--- src/source/fastCyclePkg.sv ---
// Fast VRAM cycle shared types, region bases and request structs
package fastCyclePkg;

	// Basic widths
	typedef logic [10:0] vramAddrT;
	typedef logic [15:0] vramWordT;
	typedef logic [8:0]  spriteIndexT;
	typedef logic [8:0]  rasterLineT;
	typedef logic [6:0]  listCountT;

	// Four-slot rotation, stepped once per clock
	typedef enum logic [1:0] {
		slotCpu        = 2'd0,
		slotParseRead  = 2'd1,
		slotParseWrite = 2'd2,
		slotListRead   = 2'd3
	} slotT;

	// Y-attribute word layout
	typedef struct packed {
		logic [8:0] yPos;
		logic       chain;
		logic [5:0] size;
	} yAttrT;

	// One RAM access, read when write is clear
	typedef struct packed {
		vramAddrT addr;
		vramWordT data;
		logic     write;
	} vramReqT;

	// Y table, one word per sprite
	localparam vramAddrT yTableBase = 11'h200;

	// Active lists, one half per line parity
	localparam vramAddrT listBase   = 11'h600;
	localparam vramAddrT listStride = 11'h080;

	// Top line is (yOffset - yPos) mod 512
	localparam rasterLineT yOffset = 9'd496;

endpackage

--- src/source/spriteParser.sv ---
// Sprite parser, walks the Y table each line and builds the active list
module spriteParser
	import fastCyclePkg::*;
#(
	parameter int parseCount = 381,
	parameter int maxActive  = 96
) (
	input  logic       clk24M,
	input  logic       reset,
	input  slotT       slot,
	input  logic       newLine,
	input  rasterLineT rasterLine,
	input  vramWordT   readData,
	output vramReqT    parseReq,
	output logic       parseDone,
	output listCountT  lastCount,
	output logic       lastParity
);

	spriteIndexT index;
	listCountT   count;
	rasterLineT  line;
	logic        prevActive;
	logic        stepValid;

	yAttrT       attr;
	rasterLineT  topLine;
	rasterLineT  lineDelta;
	logic        inRange;
	logic        isActive;
	spriteIndexT nextIndex;
	listCountT   nextCount;
	vramAddrT    listHalf;

	// Match against the word fetched in the read slot
	assign attr      = yAttrT'(readData);
	assign topLine   = yOffset - attr.yPos;
	assign lineDelta = line - topLine;
	assign inRange   = {1'b0, lineDelta} < {attr.size, 4'b0000};

	// Chained sprites follow the one before them
	assign isActive = attr.chain ? prevActive : (attr.size[5] || inRange);

	assign nextIndex = index + 9'd1;
	assign nextCount = isActive ? count + 7'd1 : count;
	assign listHalf  = line[0] ? listStride : '0;

	always_comb begin
		parseReq = '0;
		if (slot == slotParseRead) begin
			parseReq.addr = yTableBase + vramAddrT'(index);
		end else if (slot == slotParseWrite) begin
			parseReq.addr  = listBase + listHalf + vramAddrT'(count);
			parseReq.data  = vramWordT'(index);
			parseReq.write = stepValid && isActive;
		end
	end

	always_ff @(posedge clk24M) begin
		if (reset) begin
			index      <= '0;
			count      <= '0;
			line       <= '0;
			prevActive <= 1'b0;
			stepValid  <= 1'b0;
			parseDone  <= 1'b0;
			lastCount  <= '0;
			lastParity <= 1'b0;
		end else if (newLine) begin
			// Hand the finished list over and restart
			lastCount  <= count;
			lastParity <= line[0];
			line       <= rasterLine;
			index      <= '0;
			count      <= '0;
			prevActive <= 1'b0;
			stepValid  <= 1'b0;
			parseDone  <= 1'b0;
		end else begin
			stepValid <= (slot == slotParseRead) && !parseDone;
			if (stepValid) begin
				index      <= nextIndex;
				count      <= nextCount;
				prevActive <= isActive;
				// End of table or list full
				if (nextIndex == parseCount || nextCount == maxActive) begin
					parseDone <= 1'b1;
				end
			end
		end
	end

endmodule

--- config.mk ---
export PLATFORM = sky130hd
export DESIGN_NAME = spriteParser
export DESIGN_NICKNAME = d
export VERILOG_FILES = /design/src/source/fastCyclePkg.sv /design/src/source/spriteParser.sv
export SDC_FILE = /design/constraint.sdc
export NUM_CORES = 1
export LEC_CHECK = 0
export BUFFER_PORTS_ARGS = -buffer_cell sky130_fd_sc_hd__buf_4
export CELL_PAD_IN_SITES_DETAIL_PLACEMENT = 0
export CELL_PAD_IN_SITES_GLOBAL_PLACEMENT = 1
export CORE_MARGIN = 4
export CORE_UTILIZATION = 34
export CTS_CLUSTER_SIZE = 20
export DETAILED_ROUTE_END_ITERATION = 6
export PLACE_DENSITY_LB_ADDON = 0.1
export SETUP_SLACK_MARGIN = 0.1
export SYNTH_ARGS = -nofsm -noshare
export SYNTH_HDL_FRONTEND = slang
export SYNTH_SLANG_ARGS = --single-unit
--- constraint.sdc ---
create_clock -name clk24M -period 4.8 [get_ports clk24M]
set_input_delay 0.96 -clock clk24M [delete_from_list [all_inputs] [get_ports clk24M]]
set_output_delay 0.96 -clock clk24M [all_outputs]
set_load 0.05 [all_outputs]
==> results.json <==
{
  "grt_max_degree": 20,
  "synth.area.top_cells": "dfxtp_1 (31%), ha_1 (12%), mux2i_1 (8.2%), nor2_1 (6.5%), xnor2_1 (6.0%)",
  "yosys_warnings": 0,
  "vdd_drop_max_v": 0.000134,
  "grt_pass1_wl_mm": 9.50,
  "clkTransAtPathRegs_ps": 70,
  "cts_sinks": 36,
  "crit_end": "parseReq[0]",
  "hold_violations": 0,
  "clockBufferDepth": 2,
  "worstMarginPinSlew_ps": 666,
  "place_congestion": 0.723,
  "clk_latency_ps": 290,
  "critPathKind": "in -> out",
  "dr.pass1.iters": 4,
  "avgSynthCellArea_um2": 8.16,
  "htree_levels": 2,
  "nets": 397,
  "drc": 0,
  "place_area_mm2": 0.00283,
  "setup_viol": 0,
  "min_period_ps": 4540,
  "setup_tns_ps": 0,
  "synth_edf_count": 0,
  "maxCapViolCount": 0,
  "final_cells": 423,
  "hp-class": "reg -> reg",
  "min-delay-start": "parseDone",
  "synth-seq-cells": 36,
  "relSlewSlack_pct": 55.5,
  "drive_gt1_share_pct": 29.2,
  "grt_pass1_vias": 2001,
  "synthTopCellsByCount": "nor2_1 (40), dfxtp_1 (36), nand2_1 (31)",
  "required_ps": 3840,
  "dieArea_mm2": 0.00822,
  "yosysSeqAreaShare_pct": 31.0,
  "cts_tree": "built",
  "slowest_delay_ps": 300,
  "ant_nets": 0,
  "synth_top_cell_by_area": "dfxtp_1",
  "cpMostUsedCell": "ha_4",
  "cts_buffers": 5,
  "critPathArrivalTime_ps": 3580,
  "start_util_pct": 35.8,
  "r2r_start": "line[2]",
  "fin_worst_skew_ps": 4.02,
  "status": "complete, no violations",
  "synthArstFlopShare_pct": 0,
  "finalMaxSlewViolations": 0,
  "rows": 29,
  "rr_worst_depth": 17,
  "dp_hpwl_mm": 4.16,
  "die_y_um": 90.7,
  "syn-cell-area_mm2": 0.00232,
  "area_delta_synth_final_pct": 34.6,
  "num_io_pins": 67,
  "end_kind": "primary output",
  "finalPower_mw": 0.760,
  "fin_util_pct": 48.2,
  "ys_types": 39,
  "p_per_area_mw_per_mm2": 243,
  "place_ws_ps": -213,
  "fmax_mhz": 220,
  "drt_iter0_drc": 51,
  "r2r_setup_slack_ps": 1480,
  "crit_path_start": "readData[10]",
  "routed_wirelength_mm": 5.69,
  "grtUsageTotal_pct": 14.0,
  "fp.dieW_um": 90.7,
  "slowest_stage": "a211o_1",
  "start_kind": "input pin",
  "antenna_cells": 0,
  "root_buffer": "clkbuf_8",
  "synth.most_common_cell": "nor2_1",
  "core_mm2": 0.00649,
  "dr_total_vias": 1990,
  "antenna_found_initial": 0,
  "leakage_nw": 1.36,
  "synth_top_area_share_pct": 31.0,
  "synth_flop_cell": "dfxtp_1",
  "worstPathCellList": "buf_6 -> ha_4 -> ha_4 -> a21oi_4 -> o21ai_2 -> a21oi_2 -> buf_4 -> nor2b_2 -> nor2_1 -> xnor2_1 -> ha_1 -> a21o_1 -> a211o_1 -> or2_4 -> nor2_4 -> and2_4 -> buf_8",
  "rsz0062_at_grt": "yes",
  "via_per_inst": 4.70,
  "setup_ws_ps": 261,
  "gr-total-overflow": 0,
  "dp.cells": 410,
  "wl_per_cell_um": 13.4,
  "fin_hold_ws_ps": 459,
  "period_share_pct": 94.6,
  "syn_inst": 285,
  "fillers": 662,
  "stdcell_area_mm2": 0.00313,
  "crit_fanout": 2,
  "portBuffers": 59,
  "r2r_end": "parseDone"
}
## power by group
part | total, mW | internal, mW | switching, mW
combinational | 0.157 | 0.0744 | 0.0831
clock | 0.294 | 0.183 | 0.110
sequential | 0.309 | 0.304 | 0.00516
## layout make-up
| cell class | instances | area, um2 | area share, % |
|---|---|---|---|
| Clock inverter | 1 | 30.0 | 0.960 |
| Timing Repair Buffer | 71 | 544 | 17.4 |
| Clock buffer | 7 | 96.3 | 3.08 |
| Inverter | 17 | 63.8 | 2.04 |
| Sequential cell | 36 | 721 | 23.0 |
| Tap cell | 77 | 96.3 | 3.08 |
| Multi-Input combinational cell | 214 | 1580 | 50.4 |
## critical path: cells and delay by family
kind | cells | cell delay [ps]
simple gates | 5 | 640
buf+inv | 3 | 380
fa+ha+maj | 3 | 640
xor+xnor | 1 | 90
compound gates | 5 | 850
## sequential cells by signal, summed over array words and instances, names as in the netlist
register,cells
stepValid,1
parseDone,1
lastParity,1
index,9
lastCount,7
line,9
prevActive,1
count,7
## routing by layer
layer  wire length [um]  global-route usage (%)  part of all wire (%)  up-vias
met3                291                    3.83                   5.1        4
met5                  0                       0                     0        -
met2               2600                    23.0                    46       37
met1               2750                    17.9                    48      900
met4                 37                    3.83                  0.65        0
li1                   -                       -                     -     1049
## cell families (layout without fill, tap and decap cells)
family,count (synthesis),count (layout),synth area share [%]
AOI/OAI and AO/OA,29,29,7.75
xor gates and xnor gates,25,25,9.42
adders and majority gates,22,22,11.8
buffers and inverters,41,96,7.86
DFF,36,36,31.0
muxes,19,19,8.18
other,1,7,0.161
and+or+nand+nor,112,112,23.8
## timing repair
item	in CTS	in global routing
hold buffers	0	0
pin swaps	15	15
setup endpoints to repair	1	1
buffers inserted	4	1
gates resized for setup	18	5
## how the worst min path moves through the flow
stage	endpoint	depth (start not counted)	slack, ps
2_1_floorplan	prevActive	2	440
6_report	stepValid	1	460
3_5_place_dp	stepValid	1	440
5_1_grt	stepValid	1	480
4_1_cts	stepValid	1	460
3_3_place_gp	stepValid	1	440
## cell usage in the layout, fill, tap and decap left out, types with 2 or more instances in the layout
master     n
a21oi_1    3
mux2i_1   19
xnor2_1   16
xor2_1     9
buf_4     69
o211a_1    2
ha_4       5
a21oi_2    2
inv_1     17
nand2_1   30
nor3_1     4
a31oi_1    2
nor4_1     2
o21ai_0   10
conb_1     7
and2_1    10
dfxtp_1   36
nor2b_1    2
nor2_1    39
nand4_1    4
ha_1      16
o21ai_2    2
nor4_2     2
clkbuf_8   7
nand3_1    3
nor3b_1    4
(Power assumes the default switching activity.)
