## src/source/fastCyclePkg.sv

```systemverilog
// Fast VRAM cycle shared types, region bases and request structs
package fastCyclePkg;

	// Basic widths
	typedef logic [10:0] vramAddrT;
	typedef logic [15:0] vramWordT;
	typedef logic [8:0]  spriteIndexT;
	typedef logic [8:0]  rasterLineT;
	typedef logic [6:0]  listCountT;

	// Four-slot rotation, stepped once per clock
	typedef enum logic [1:0] {
		slotCpu        = 2'd0,
		slotParseRead  = 2'd1,
		slotParseWrite = 2'd2,
		slotListRead   = 2'd3
	} slotT;

	// Y-attribute word layout
	typedef struct packed {
		logic [8:0] yPos;
		logic       chain;
		logic [5:0] size;
	} yAttrT;

	// One RAM access, read when write is clear
	typedef struct packed {
		vramAddrT addr;
		vramWordT data;
		logic     write;
	} vramReqT;

	// Y table, one word per sprite
	localparam vramAddrT yTableBase = 11'h200;

	// Active lists, one half per line parity
	localparam vramAddrT listBase   = 11'h600;
	localparam vramAddrT listStride = 11'h080;

	// Top line is (yOffset - yPos) mod 512
	localparam rasterLineT yOffset = 9'd496;

endpackage

```

## src/source/vramArbiter.sv

```systemverilog
// VRAM arbiter, four-slot rotation with CPU request latch and read-data return
module vramArbiter
	import fastCyclePkg::*;
(
	input  logic     clk24M,
	input  logic     reset,
	input  logic     cpuStrobe,
	input  vramReqT  cpuReq,
	input  vramReqT  parseReq,
	input  vramReqT  listReq,
	input  vramWordT ramData,
	output vramReqT  ramReq,
	output slotT     slot,
	output logic     cpuDone,
	output vramWordT cpuReadData
);

	logic     cpuPending;
	vramReqT  pendingReq;
	logic     cpuIssue;
	logic     issuedWrite;
	vramWordT issuedData;

	assign cpuIssue = (slot == slotCpu) && cpuPending;

	// Slot counter
	always_ff @(posedge clk24M) begin
		if (reset) begin
			slot <= slotCpu;
		end else begin
			slot <= slotT'(slot + 2'd1);
		end
	end

	// Pending CPU access, extra strobes dropped while one waits
	always_ff @(posedge clk24M) begin
		if (reset) begin
			cpuPending <= 1'b0;
			cpuDone    <= 1'b0;
		end else begin
			cpuDone <= cpuIssue;
			if (cpuIssue) begin
				cpuPending <= 1'b0;
			end else if (cpuStrobe && !cpuPending) begin
				cpuPending <= 1'b1;
			end
		end
	end

	always_ff @(posedge clk24M) begin
		if (cpuStrobe && !cpuPending) begin
			pendingReq <= cpuReq;
		end
		if (cpuIssue) begin
			issuedWrite <= pendingReq.write;
			issuedData  <= pendingReq.data;
		end
	end

	// Writes echo their own data back to the CPU
	assign cpuReadData = issuedWrite ? issuedData : ramData;

	// Owner of the current slot drives the RAM
	always_comb begin
		case (slot)
			slotCpu:        ramReq = cpuPending ? pendingReq : '0;
			slotParseRead:  ramReq = parseReq;
			slotParseWrite: ramReq = parseReq;
			slotListRead:   ramReq = listReq;
			default:        ramReq = '0;
		endcase
	end

endmodule
```

## config.mk

```make
export PLATFORM = sky130hd
export DESIGN_NAME = vramArbiter
export DESIGN_NICKNAME = d
export VERILOG_FILES = /design/src/source/fastCyclePkg.sv /design/src/source/vramArbiter.sv
export SDC_FILE = /design/constraint.sdc
export NUM_CORES = 1
export LEC_CHECK = 0
export BUFFER_PORTS_ARGS = -buffer_cell sky130_fd_sc_hd__buf_2
export CAP_MARGIN = 20
export CELL_PAD_IN_SITES_DETAIL_PLACEMENT = 0
export CELL_PAD_IN_SITES_GLOBAL_PLACEMENT = 1
export CORE_MARGIN = 1
export CORE_UTILIZATION = 36
export CTS_CLUSTER_DIAMETER = 100
export DETAILED_ROUTE_END_ITERATION = 7
export GPL_TIMING_DRIVEN = 0
export PLACE_DENSITY_LB_ADDON = 0.1
export SYNTH_ARGS = -nofsm -noshare
export SYNTH_HDL_FRONTEND = slang
export SYNTH_SLANG_ARGS = --single-unit
```

## constraint.sdc

```tcl
create_clock -name clk24M -period 3.9 [get_ports clk24M]
set_clock_uncertainty 0.05 [all_clocks]
set_input_delay 0.195 -clock clk24M [delete_from_list [all_inputs] [get_ports clk24M]]
set_output_delay 0.195 -clock clk24M [all_outputs]
set_load 0.005 [all_outputs]
```

==> impl_metrics.json, run 1 <==
{
  "status": "finished, violations left",
  "violations": "DRC",
  "cts_root_buffer": "clkbuf_8",
  "post-route-drc-count": 18,
  "path_clk_slew_ns": 0.09,
  "slowest_delay_ns": 0.38,
  "synth_warnings": 0,
  "start_util": 0.382,
  "fin_nets": 418,
  "hold_depth": 1,
  "cts_hold_buf": 0,
  "layout_commonest_cell": "buf_2",
  "netlist_area_sq_um": 2480,
  "setup_viol": 0,
  "synth_top_flop_cell": "edfxtp_1",
  "min_path_type": "in2reg",
  "hold_viol": 0,
  "grt_max_degree": 21,
  "tightestPinTransition_ns": 0.869,
  "final_max_slew_viol_count": 0,
  "cts_buffers": 5,
  "antenna_found_initial": 1,
  "dpl.hpwl_mm": 4.76,
  "synth.distinct_cells": 22,
  "syn_to_final_growth_pct": 41.0,
  "end_kind": "primary output",
  "synth_edf_count": 45,
  "rr_worst_depth": 3,
  "num_vias": 1924,
  "grtUsageTotal": 0.176,
  "first_pass_iters": 6,
  "gp_congestion": 0.681,
  "h-tree-depth": 2,
  "slowest_stage": "dfxtp_1",
  "routedWlPerCell_um": 16.0,
  "fin_crit_sh": 0.542,
  "cts_setup_buffers": 0,
  "post_cts_resized": 0,
  "synthCells": 149,
  "insertion_delay_ns": 0.30,
  "cts_tree": "built",
  "tns_ns": 0,
  "clockBufferDepth": 2,
  "ys_seq_area_frac": 0.577,
  "p_leak_nw": 1.53,
  "path_max_fanout": 10,
  "first_global_vias": 1894,
  "worstPathArrival_ns": 1.87,
  "path_cells": "inv_1 > ha_1 > buf_4 > buf_6 > a22oi_1 > o2bb2ai_2 > buf_2",
  "viasPerCell": 4.92,
  "core.rowCount": 29,
  "fin_crit_ns": 2.12,
  "syn_nets": 255,
  "dieArea_sq_um": 7220,
  "postRouteAntennaNets": 0,
  "slew_headroom": 0.420,
  "max-cap-violations": 0,
  "die-height_um": 85.0,
  "p_per_area_nw_per_um2": 349,
  "setup_ws_ns": 1.78,
  "overflow": 0,
  "syn_area_per_cell_sq_um": 16.6,
  "routed_wl_mm": 6.27,
  "cp-start-kind": "flop",
  "boundaryPins": 150,
  "peakVddDrop_uv": 149,
  "async_reset_ff_frac": 0,
  "clock_sinks": 49,
  "layout_common_cells": "buf_2 (153), edfxtp_1 (45), a22oi_1 (27)",
  "fmax_ghz": 0.473,
  "fp.coreArea_sq_um": 6490,
  "drt_iter0_drc": 68,
  "rsz0062_at_grt": "false",
  "final_layout_size_suffix_gt1_frac": 0.665,
  "grt_first_pass_wirelength_mm": 9.55,
  "cp.required_ns": 3.65,
  "die_x_um": 85.0,
  "critical_path_class": "reg2out",
  "yosys_register_bits": 49,
  "dp_slack_ns": 2.09,
  "port_buffers": 149
}
## worst max-delay path: cells and delay by family, from the launching register on
family                   cells  cell delay (ns)
adder cells (fa/ha/maj)      1             0.30
buffers and inverters        4             0.56
AO/OA/AOI/OAI                2             0.33
flip-flops                   1             0.38
## cells by family (layout without fill, tap and decap cells)
| group | after synthesis | count (layout) | synth area share |
|---|---|---|---|
| compound gates | 57 | 57 | 0.237 |
| flops | 49 | 49 | 0.577 |
| mux | 16 | 16 | 0.0878 |
| buf+inv | 16 | 180 | 0.0626 |
| simple gates | 8 | 8 | 0.0197 |
| fa+ha+maj | 3 | 3 | 0.0151 |
| other cells | 0 | 1 | 0 |
## power by group
group          total [W]  leakage (nW)  switching, W  internal [W]
clock           0.000292        0.0385      0.000165      0.000127
sequential      0.000626         0.458     0.0000152      0.000610
combinational   0.000301          1.03      0.000143      0.000158
total            0.00122          1.53      0.000323      0.000896
## routing by layer
metal,global-route usage,part of all wire,vias up
met5,0,0,-
met4,0.0493,0.013,0
met3,0.0584,0.081,8
met2,0.299,0.47,91
met1,0.214,0.43,887
li1,-,-,938
## through the flow
| stage | area [sq um] | util | hold slack [ns] | total power [W] | instances |
|---|---|---|---|---|---|
| 2_1_floorplan | 2480 | - | 0.212 | 0.000797 | 149 |
| 3_3_place_gp | 3320 | 0.511 | 0.322 | 0.000931 | 375 |
| 3_5_place_dp | 3350 | 0.516 | 0.323 | 0.000938 | 376 |
| 4_1_cts | 3430 | 0.528 | 0.00395 | 0.00123 | 384 |
| 5_1_grt | 3490 | 0.538 | 0.000229 | 0.00128 | 390 |
| 6_report | 3490 | 0.538 | 0.0148 | 0.00122 | 391 |
## cell type report
type | count | area [sq um]
antenna | 1 | 2.50
tap | 77 | 96.3
fill | 590 | 3000
clock buffer | 7 | 76.3
buffer | 14 | 148
multi-input combinational | 84 | 892
inverter | 2 | 7.51
timing repair buffer | 156 | 833
clock inverter | 1 | 7.51
sequential | 49 | 1430
## sequential cells by signal, indices dropped and copies added, names as in the netlist
signal and cells:
pendingReq 28, cpuPending 1, slot 2, issuedWrite 1, issuedData 16, cpuDone 1
## final timing paths
| check | from | end | slack, ns |
|---|---|---|---|
| setup / recovery | slot[0]$_SDFF_PP0_ | ramReq[12] | 1.78 |
| hold / removal | cpuReq[12] | pendingReq[12]$_DFFE_PP_ | 0.01 |
| setup reg to reg | slot[0]$_SDFF_PP0_ | issuedWrite$_DFFE_PP_ | 2.20 |
| hold reg to reg | pendingReq[7]$_DFFE_PP_ | issuedData[6]$_DFFE_PP_ | 0.41 |
## cells in the mapped netlist (2+ instances only)
master	instances	area (sq um)
a22oi_1	27	203
buf_12	3	60.1
buf_2	4	20.0
buf_4	3	22.5
buf_6	4	45.0
dfxtp_1	4	80.1
edfxtp_1	45	1350
ha_1	3	37.5
inv_1	2	7.51
mux2_2	6	67.6
mux2_4	10	150
nor2b_1	3	18.8
o2bb2ai_1	7	61.3
o2bb2ai_2	20	300
(Power assumes the default switching activity.)
==> run 2: changes to the inputs <==
--- a/config.mk
+++ b/config.mk
@@ -10,7 +10,7 @@
 export CELL_PAD_IN_SITES_DETAIL_PLACEMENT = 0
 export CELL_PAD_IN_SITES_GLOBAL_PLACEMENT = 1
 export CORE_MARGIN = 1
-export CORE_UTILIZATION = 36
+export CORE_UTILIZATION = 30
 export CTS_CLUSTER_DIAMETER = 100
 export DETAILED_ROUTE_END_ITERATION = 7
 export GPL_TIMING_DRIVEN = 0
==> constraint.sdc (replaced) <==
create_clock -name clk24M -period 1.8 [get_ports clk24M]
set_clock_uncertainty 0.05 [all_clocks]
set_input_delay 0.09 -clock clk24M [delete_from_list [all_inputs] [get_ports clk24M]]
set_output_delay 0.09 -clock clk24M [all_outputs]
set_load 0.005 [all_outputs]
==> impl_metrics.json, run 2 (synthesis gave the netlist of run 1 again) <==
{
  "drt_iter0_drc": 54,
  "largest_register_ffs": 28,
  "cp.required_ns": 1.66,
  "largest-register": "pendingReq",
  "fin_crit_ns": 1.78,
  "core.rowCount": 32,
  "cp_top_family": "buffers and inverters",
  "die-height_um": 92.9,
  "fin_nets": 445,
  "grt_first_pass_wirelength_mm": 10.3,
  "cts_tree": "built",
  "first_pass_iters": 4,
  "boundaryPins": 150,
  "start_util": 0.316,
  "layout_common_cells": "buf_2 (151), edfxtp_1 (45), dlygate4sd3_1 (29)",
  "fin_crit_sh": 0.991,
  "peakVddDrop_uv": 439,
  "clock_sinks": 49,
  "cp_num_buf_inv": 4,
  "routedWlPerCell_um": 16.0,
  "postRouteAntennaNets": 0,
  "hold_slack_ns": 0.407,
  "final_max_slew_viol_count": 0,
  "end_kind": "primary output",
  "grtUsageTotal": 0.162,
  "diodes": 0,
  "path_cells": "inv_4 > ha_4 > buf_8 > clkbuf_16 > a22oi_2 > o2bb2ai_2 > buf_2",
  "overflow": 0,
  "max-cap-violations": 0,
  "hold_viol": 0,
  "status": "finished clean",
  "slowest_stage": "dfxtp_4",
  "slew_headroom": 0.501,
  "cts_root_buffer": "clkbuf_8",
  "viasPerCell": 4.63,
  "final-seq-area_sq_um": 1440,
  "dpl.hpwl_mm": 5.04,
  "path_clk_slew_ns": 0.09,
  "path_max_fanout": 6,
  "tns_ns": 0,
  "p_per_area_nw_per_um2": 710,
  "cts_buffers": 5,
  "die_x_um": 92.9,
  "worstPathArrival_ns": 1.64,
  "post-route-drc-count": 0,
  "antenna_found_initial": 0,
  "layout_commonest_cell": "buf_2",
  "fill_cells": 741,
  "h-tree-depth": 2,
  "gp_congestion": 0.711,
  "rsz0062_at_grt": "true",
  "first_global_vias": 2065,
  "slowest_delay_ns": 0.38,
  "port_buffers": 149,
  "multi_input_area_sq_um": 1030,
  "tightestPinTransition_ns": 0.749,
  "power_w": 0.00283,
  "insertion_delay_ns": 0.30,
  "syn_to_final_growth_pct": 60.8,
  "min_path_type": "reg2reg",
  "top_regs": "pendingReq x28, issuedData x16, slot x2",
  "setup_viol": 0,
  "fmax_ghz": 0.560,
  "grt_max_degree": 19,
  "dieArea_sq_um": 8630,
  "p_leak_nw": 1.68,
  "fp.coreArea_sq_um": 7850,
  "clockBufferDepth": 2,
  "cp-start-kind": "flop",
  "num_vias": 2048,
  "routed_wl_mm": 7.08,
  "final_layout_size_suffix_gt1_frac": 0.715,
  "critical_path_class": "reg2out"
}
-- run 2: cell types whose count changed in the layout (fill, tap and decap cells not counted), sizes merged --
cell         delta
clkbuf          -1
buf             +3
clkinv          +2
dlygate4sd3    +23
diode           -1
-- run 2: where the power goes --
group / internal [W] / switching (W)
Clock: 0.000269 / 0.000380
Sequential: 0.00132 / 0.0000329
Combinational: 0.000456 / 0.000370
-- run 2: final timing paths --
path | cells after the start | slack (ns) | to | startpoint
setup reg to reg | 2 | 0.20 | pendingReq[16]$_DFFE_PP_ | cpuPending$_SDFFE_PP0P_
hold / removal | 0 | 0.41 | issuedData[6]$_DFFE_PP_ | pendingReq[7]$_DFFE_PP_
setup / recovery | 7 | 0.02 | ramReq[16] | slot[1]$_SDFF_PP0_
hold reg to reg | 0 | 0.41 | issuedData[6]$_DFFE_PP_ | pendingReq[7]$_DFFE_PP_
-- run 2: cell type report --
cell class,count,share of cell area
multi-input combinational,84,0.258
clock buffer,5,0.0173
buffer,14,0.0458
timing repair buffer,183,0.278
tap,102,0.0320
inverter,2,0.00314
sequential,49,0.361
clock inverter,3,0.00439
-- run 2: routing by layer --
layer  global-route usage  share of wire
met1                0.189           0.40
met2                0.295           0.53
met3               0.0378          0.057
met4               0.0436         0.0095
met5                    0              0
-- run 2: metrics by stage --
stage / worst slack (ns) / area, sq um / util / instances
after floorplan: 0.294 / 2480 / - / 149
after global placement: -0.0933 / 3350 / 0.427 / 400
after detailed placement: -0.00105 / 3380 / 0.431 / 401
after CTS: -0.00337 / 3850 / 0.490 / 440
after global routing: -0.0625 / 3990 / 0.508 / 442
final: 0.0157 / 3990 / 0.508 / 442
-- run 2: what timing repair did --
action                     CTS  global route
cloned                       1             1
resized for setup           20            24
hold buffers                29             0
pin swaps                    2            16
hold endpoints to repair    31             0
setup endpoints to repair   45            43
setup buffers                1             1
