$ cat src/source/fastCyclePkg.sv
// Fast VRAM cycle shared types, region bases and request structs
package fastCyclePkg;

	// Basic widths
	typedef logic [10:0] vramAddrT;
	typedef logic [15:0] vramWordT;
	typedef logic [8:0]  spriteIndexT;
	typedef logic [8:0]  rasterLineT;
	typedef logic [6:0]  listCountT;

	// Four-slot rotation, stepped once per clock
	typedef enum logic [1:0] {
		slotCpu        = 2'd0,
		slotParseRead  = 2'd1,
		slotParseWrite = 2'd2,
		slotListRead   = 2'd3
	} slotT;

	// Y-attribute word layout
	typedef struct packed {
		logic [8:0] yPos;
		logic       chain;
		logic [5:0] size;
	} yAttrT;

	// One RAM access, read when write is clear
	typedef struct packed {
		vramAddrT addr;
		vramWordT data;
		logic     write;
	} vramReqT;

	// Y table, one word per sprite
	localparam vramAddrT yTableBase = 11'h200;

	// Active lists, one half per line parity
	localparam vramAddrT listBase   = 11'h600;
	localparam vramAddrT listStride = 11'h080;

	// Top line is (yOffset - yPos) mod 512
	localparam rasterLineT yOffset = 9'd496;

endpackage

$ cat src/source/activeListReader.sv
// Active list reader, plays back the list built during the previous line
module activeListReader
	import fastCyclePkg::*;
#(
	parameter int maxActive = 96
) (
	input  logic        clk24M,
	input  logic        reset,
	input  slotT        slot,
	input  logic        readStart,
	input  listCountT   lastCount,
	input  logic        lastParity,
	input  vramWordT    readData,
	output vramReqT     listReq,
	output logic        activeValid,
	output spriteIndexT activeIndex,
	output logic        listEnd
);

	listCountT readPtr;
	listCountT total;
	logic      half;
	logic      running;
	logic      issue;

	assign issue = running && (slot == slotListRead) && (readPtr < total);

	assign listReq.addr  = listBase + (half ? listStride : '0) + vramAddrT'(readPtr);
	assign listReq.data  = '0;
	assign listReq.write = 1'b0;

	// Entry arrives the cycle after its read
	assign activeIndex = readData[8:0];

	always_ff @(posedge clk24M) begin
		if (reset) begin
			readPtr     <= '0;
			total       <= '0;
			half        <= 1'b0;
			running     <= 1'b0;
			activeValid <= 1'b0;
			listEnd     <= 1'b0;
		end else if (readStart) begin
			readPtr     <= '0;
			total       <= (lastCount > maxActive) ? listCountT'(maxActive) : lastCount;
			half        <= lastParity;
			running     <= lastCount != '0;
			activeValid <= 1'b0;
			// Empty list ends at once
			listEnd     <= lastCount == '0;
		end else begin
			activeValid <= issue;
			listEnd     <= 1'b0;
			if (issue) begin
				readPtr <= readPtr + 7'd1;
			end
			if (running && activeValid && readPtr == total) begin
				running <= 1'b0;
				listEnd <= 1'b1;
			end
		end
	end

endmodule

$ cat config.mk
export PLATFORM = sky130hd
export DESIGN_NAME = activeListReader
export DESIGN_NICKNAME = d
export VERILOG_FILES = /design/src/source/fastCyclePkg.sv /design/src/source/activeListReader.sv
export SDC_FILE = /design/constraint.sdc
export NUM_CORES = 1
export LEC_CHECK = 0
export BUFFER_PORTS_ARGS = -buffer_cell sky130_fd_sc_hd__buf_2
export CORE_UTILIZATION = 46
export DETAILED_ROUTE_END_ITERATION = 12
export GPL_TIMING_DRIVEN = 1
export PLACE_DENSITY_LB_ADDON = 0.2
export SLEW_MARGIN = 10
export SYNTH_ARGS = -nofsm -noshare
export SYNTH_HDL_FRONTEND = slang
export SYNTH_SLANG_ARGS = --single-unit
$ cat constraint.sdc
create_clock -name clk24M -period 3.1 [get_ports clk24M]
set_input_delay 0.31 -clock clk24M [delete_from_list [all_inputs] [get_ports clk24M]]
set_output_delay 0.31 -clock clk24M [all_outputs]
set_load 0.01 [all_outputs]
==> results of run 1 <==
==> critical path, stage by stage (launching register included) <==
cell and delay (ps):
sky130_fd_sc_hd__dfxtp_1 430, sky130_fd_sc_hd__ha_1 270, sky130_fd_sc_hd__a21o_1 200, sky130_fd_sc_hd__a221o_1 460
sky130_fd_sc_hd__or4_1 540, sky130_fd_sc_hd__a21oi_1 160
==> flip-flops by register name, summed over array words and instances, names as in the netlist <==
register,cells
readPtr,7
total,7
activeValid,1
half,1
listEnd,1
running,1
==> power by group <==
group	switching, mW	internal [mW]
registers	0.00426	0.239
clock network	0.0696	0.0452
logic	0.0411	0.0221
total	0.115	0.306
==> final timing paths <==
kind	endpoint	slack, ps	start
max	readPtr[4]	960	readPtr[4]
min	total[1]	230	lastCount[1]
max reg2reg	readPtr[4]	960	readPtr[4]
min reg2reg	running	490	running
==> final cells by class <==
cell class | count | area share [%]
timing repair buffer | 22 | 9.67
sequential | 18 | 31.6
inverter | 9 | 2.97
multi-input combinational | 89 | 50.7
tap | 28 | 3.08
clock buffer | 3 | 1.98
==> synthesized netlist by cell type, types with 3 or more instances <==
library cell | n | share of area (%)
sky130_fd_sc_hd__a21oi_1 | 8 | 3.5
sky130_fd_sc_hd__a22o_1 | 5 | 3.8
sky130_fd_sc_hd__buf_4 | 30 | 20
sky130_fd_sc_hd__clkbuf_1 | 4 | 1.3
sky130_fd_sc_hd__dfxtp_1 | 18 | 31
sky130_fd_sc_hd__ha_1 | 8 | 8.7
sky130_fd_sc_hd__inv_1 | 9 | 2.9
sky130_fd_sc_hd__mux2i_1 | 3 | 2.6
sky130_fd_sc_hd__nand2_1 | 4 | 1.3
sky130_fd_sc_hd__nand3_1 | 3 | 1.3
sky130_fd_sc_hd__nor2_1 | 5 | 1.6
sky130_fd_sc_hd__o21ai_0 | 3 | 1.3
sky130_fd_sc_hd__o31ai_1 | 6 | 3.9
sky130_fd_sc_hd__or4_1 | 5 | 3.3
==> layout by cell type (no fill, tap or decap), drive strengths merged, types with 2 or more instances in the layout <==
cell    Yosys  layout
a21o        2       2
a21oi       8       8
a22o        5       5
and2        2       2
buf        31      22
clkbuf      4       3
conb        2      20
dfxtp      18      18
ha          8       8
inv         9       9
mux2i       3       3
nand2       4       4
nand3       3       3
nor2        5       5
nor3        2       2
o21ai       3       3
o31ai       6       6
or2         2       2
or4         5       5
==> logic make-up (layout without fill, tap and decap cells) <==
kind of cell,after synthesis,in the layout
compound gates,29,29
mux,3,3
other cells,2,20
simple gates,29,29
fa+ha+maj,8,8
flops,18,18
buf+inv,44,34
==> stage by stage <==
stage / setup slack [ps] / util [%]
after floorplan: 1050 / -
after global placement: 1040 / 48.6
after detailed placement: 971 / 48.6
after CTS: 948 / 49.6
after global routing: 852 / 49.6
final: 963 / 49.6
==> layer usage <==
| metal | share of wire, % | wire (um) |
|---|---|---|
| met1 | 45 | 843 |
| met2 | 47 | 895 |
| met3 | 4.9 | 92 |
| met4 | 3.0 | 57 |
| met5 | 0 | 0 |
==> results.cfg, run 1 <==
[synth]
post_synth_instance_area_um2 = 1150
ys_seq_area_share_pct = 31.2
synth_fa_ha_area_share_pct = 8.67
yosysWarnings = 0
postSynth.asyncResetShare_pct = 0
xor_xnor_portion_of_the_synthesized_cell_area_pct = 0
synthSimpleGateAreaFrac_pct = 14.6
yosys_register_bits = 18
number_of_enable_type_register_cells_in_the_synthesized_netlist = 0
synth_area_per_cell_um2 = 8.68
yosys-mux-area-fraction_pct = 2.60
dominantRegCellSynth = sky130_fd_sc_hd__dfxtp_1
synth_top_family_by_area = buffers and inverters
synth_compound_area_share_pct = 17.6
yosysUniqueCellTypes = 31
netlist_instances = 133

[grt]
track_usage_pct = 15.3
gr-max-usage-layer = met2
use_met2_pct = 23.9
grt_use_met1_pct = 18.0
first_pass_grt_wire_length_um = 2990
first_global_vias = 686
grt_overflow = 0
gr-usage-met3_pct = 3.80
grt_start_max_net_pins = 14
antenna_violations_before_repair = 0

[cells_and_area]
filler_cell_count = 239
storage_element_area_um2 = 360
final_cell_area_um2 = 1140
layout.cells.non_filler = 169
multiInputGateArea_um2 = 577
finalNetCount = 180
syn2layout_area_growth_pct = -1.41
diodes = 0
final_layout_size_suffix_gt1_share_pct = 19.9

[sta]
slew_of_the_pin_with_the_lowest_slew_margin_ps = 611
timing.final.hold_violations = 0
hold_slack_ps = 234
final-max-slew-violation-count = 0
clock_tree_skew_after_final_layout_ps = 1.63
fin_crit_sh_pct = 68.9
max_freq_mhz = 468
slew_headroom_pct = 59.0
finalCriticalPeriod_ps = 2140
unrepaired_setup_endpoints_after_global_routing = false
setup_violations = 0
tns_ps = 0

[clock_tree]
cts.hold.buffers_added = 0
root_buffer = sky130_fd_sc_hd__clkbuf_4
cts_tree = built
clock_latency_ps = 290
postCtsSetupBuffers = 0
ctsHtreeMaxLevel = 1
number_of_buffers_inserted_during_clock_tree_synthesis = 3
cts-resized-gates = 0
max-clock-path-buffers = 2
path_clk_slew_ps = 90
number_of_sinks_driven_by_the_clock_tree = 18

[routing]
drt-pass1-iter-count = 4
drc_errors = 0
routed-via-count = 849
wire_per_inst_um = 11.2
final_antenna_net_count = 0
routed_wirelength_um = 1890
drt_iter0_drc = 14
routed_via_density = 5.02

[worst_setup_path]
critPathCaptureType = flip-flop
crit_fanout = 13
setup.worst_path.start_class = flip-flop
worst_endpoint_required_time_ps = 3330
reg2reg_depth = 5
timing.setup.critical_path_class = reg2reg
crit_arrival_ps = 2360

[status]
run_status = completed

[power]
power_leakage_nw = 0.526
powerDensity_nw_per_um2 = 370
power.ir.vdd_worst_mv = 0.255
power_uw = 421

[run]
maxCapViolCount = 0

[floorplanning]
design.die.area_um2 = 2710
top_level_ports = 68
core_region_area_um2 = 2300
die_w_um = 52.1
start_util_pct = 50.3
chipHeight_um = 52.1
core.rowCount = 17

[min_path]
worst_hold_path.num_cells = 2
worstHoldPathType = in2reg

[place]
place.gp.congestion = 0.684
dp.cells = 166
placed_cell_area_um2 = 1120
numPortBuffers = 22
dpl.hpwl_um = 1500
Power figures use the tool's default switching activity.
==> inputs of run 2 (changes only) <==
--- a/config.mk
+++ b/config.mk
@@ -6,7 +6,7 @@
 export NUM_CORES = 1
 export LEC_CHECK = 0
 export BUFFER_PORTS_ARGS = -buffer_cell sky130_fd_sc_hd__buf_2
-export CORE_UTILIZATION = 46
+export CORE_UTILIZATION = 39
 export DETAILED_ROUTE_END_ITERATION = 12
 export GPL_TIMING_DRIVEN = 1
 export PLACE_DENSITY_LB_ADDON = 0.2
==> constraint.sdc (replaced) <==
create_clock -name clk24M -period 1.7 [get_ports clk24M]
set_input_delay 0.17 -clock clk24M [delete_from_list [all_inputs] [get_ports clk24M]]
set_output_delay 0.17 -clock clk24M [all_outputs]
set_load 0.01 [all_outputs]
==> run 2 against run 1 <==
Net effect:
- the flow now finishes with violations (setup timing)
- critical endpoint is now readPtr[2]
- wire length is 14% higher
- combinational power grew to 2.6 times the previous value
- critical path type unchanged
- utilization is 0.41 points higher
- via count is 11% higher
- clock skew hardly changed
- sequential power is 81% higher
==> results.cfg, run 2 (synthesis results as in run 1) <==
[status]
run_status = complete, but fails checks
failed_checks = setup timing

[power]
portion_of_total_power_attributed_to_combinational_logic_pct = 18.7
power_leakage_nw = 0.641
switching_power_uw = 233
power.ir.vdd_worst_mv = 0.605
clockPowerShare_pct = 30.6
p_int_uw = 636
seqPwrFrac_pct = 50.8
powerDensity_nw_per_um2 = 625
power_switching_share_pct = 26.8

[clock_tree]
cts_tree = built
ctsHtreeMaxLevel = 1
clock_latency_ps = 290
path_clk_slew_ps = 110
max-clock-path-buffers = 2
number_of_buffers_inserted_during_clock_tree_synthesis = 3
cts.hold.buffers_added = 0
number_of_sinks_driven_by_the_clock_tree = 18
root_buffer = sky130_fd_sc_hd__clkbuf_4

[cells_and_area]
storage_element_area_um2 = 379
final_common_cell = sky130_fd_sc_hd__buf_2
syn2layout_area_growth_pct = 20.4
utilization_of_the_core_after_routing_pct = 50.0
layout.cells.non_filler = 191
diodes = 0
layout_top_registers = readPtr x7, total x7
filler_cell_count = 277
final_layout_size_suffix_gt1_share_pct = 45.0
finalNetCount = 198
multiInputGateArea_um2 = 657
final_cell_mix = 22 x sky130_fd_sc_hd__buf_2, 20 x sky130_fd_sc_hd__conb_1, 18 x sky130_fd_sc_hd__buf_4

[floorplanning]
top_level_ports = 68
core.rowCount = 19
chipHeight_um = 56.4
start_util_pct = 41.5
design.die.area_um2 = 3180
core_region_area_um2 = 2780
die_w_um = 56.4

[sta]
hold_slack_ps = 96.3
max_freq_mhz = 540
postLayoutSetupSlackWorst_ps = -152
clock_tree_skew_after_final_layout_ps = 1.95
final-max-slew-violation-count = 0
timing.final.hold_violations = 0
tns_ps = -544
setup_violations = 5
fin_crit_sh_pct = 109
finalCriticalPeriod_ps = 1850
unrepaired_setup_endpoints_after_global_routing = true

[grt]
grt_overflow = 0
grt_start_max_net_pins = 11
first_global_vias = 922
antenna_violations_before_repair = 0
track_usage_pct = 14.4
first_pass_grt_wire_length_um = 3710

[place]
dpl.hpwl_um = 1680
numPortBuffers = 22
dp.cells = 185
pre_cts_slack_ps = -174
place.gp.congestion = 0.739

[run]
maxCapViolCount = 0

[routing]
routed-via-count = 945
drt-pass1-iter-count = 2
final_antenna_net_count = 0
wire_per_inst_um = 11.3
drt_iter0_drc = 7
routed_via_density = 4.95
drc_errors = 0
routed_wirelength_um = 2160

[worst_setup_path]
timing.setup.critical_path_class = reg2reg
setup.worst_path.start_class = flip-flop
crit_arrival_ps = 2080
crit_fanout = 8
critPathCaptureType = flip-flop
worst_endpoint_required_time_ps = 1930

[min_path]
worstHoldPathType = in2reg
-- run 2: cell types whose count changed in the layout (fill, tap and decap cells not counted), moves of 2 or more --
| cell | previous run | this run |
|---|---|---|
| sky130_fd_sc_hd__buf_4 | 0 | 18 |
| sky130_fd_sc_hd__dfxtp_1 | 18 | 7 |
| sky130_fd_sc_hd__dfxtp_2 | 0 | 9 |
| sky130_fd_sc_hd__dfxtp_4 | 0 | 2 |
| sky130_fd_sc_hd__ha_1 | 8 | 5 |
| sky130_fd_sc_hd__ha_4 | 0 | 3 |
| sky130_fd_sc_hd__inv_1 | 9 | 6 |
| sky130_fd_sc_hd__inv_2 | 0 | 3 |
| sky130_fd_sc_hd__o21ai_0 | 3 | 1 |
| sky130_fd_sc_hd__o21ai_1 | 0 | 2 |
| sky130_fd_sc_hd__o31ai_1 | 6 | 3 |
| sky130_fd_sc_hd__o31ai_2 | 0 | 2 |
-- run 2: final timing paths --
| path | from | end | slack (ps) | cells past startpoint |
|---|---|---|---|---|
| setup reg to reg | total[6] | readPtr[2] | -150 | 6 |
| setup / recovery | total[6] | readPtr[2] | -150 | 6 |
| hold / removal | lastCount[4] | total[4] | 100 | 2 |
| hold reg to reg | running | running | 500 | 2 |
-- run 2: power by group through the flow --
stage | combinational [mW] | clock (mW) | sequential (mW)
finish | 0.162 | 0.266 | 0.441
global placement | 0.142 | 0 | 0.449
global route | 0.182 | 0.292 | 0.443
detailed placement | 0.145 | 0 | 0.449
CTS | 0.153 | 0.275 | 0.441
floorplan | 0.150 | 0 | 0.448
-- run 2: routing by layer --
layer	track usage (%)	wire length [um]	vias to the layer above
met4	2.79	7	0
li1	-	-	473
met1	16.9	975	440
met5	0	0	-
met2	25.7	1050	30
met3	4.84	117	2
-- run 2: stage by stage --
step	cell area [um^2]	power (mW)
2_1_floorplan	1270	0.598
3_3_place_gp	1290	0.591
3_5_place_dp	1290	0.594
4_1_cts	1350	0.869
5_1_grt	1390	0.918
6_report	1390	0.869
-- run 2: final cells by class --
| cell class | instances | area share, % |
|---|---|---|
| multi-input cells | 89 | 47.3 |
| flip-flops and latches | 18 | 27.3 |
| repair buffers | 40 | 17.6 |
| inverters | 9 | 2.43 |
| well taps | 31 | 2.79 |
| clock buffers | 4 | 2.61 |
-- run 2: repair_timing --
action,CTS,global route
resized for setup,10,9
endpoints found under the setup margin,7,8
cloned,0,0
buffers inserted,1,1
pin swaps,2,2
-- run 2: worst max-delay path: stages, from the launching register on --
cell,delay [ps]
sky130_fd_sc_hd__dfxtp_2,350
sky130_fd_sc_hd__inv_2,40
sky130_fd_sc_hd__ha_4,240
sky130_fd_sc_hd__and2_4,130
sky130_fd_sc_hd__a221o_2,420
sky130_fd_sc_hd__or4_4,490
sky130_fd_sc_hd__a21oi_2,120
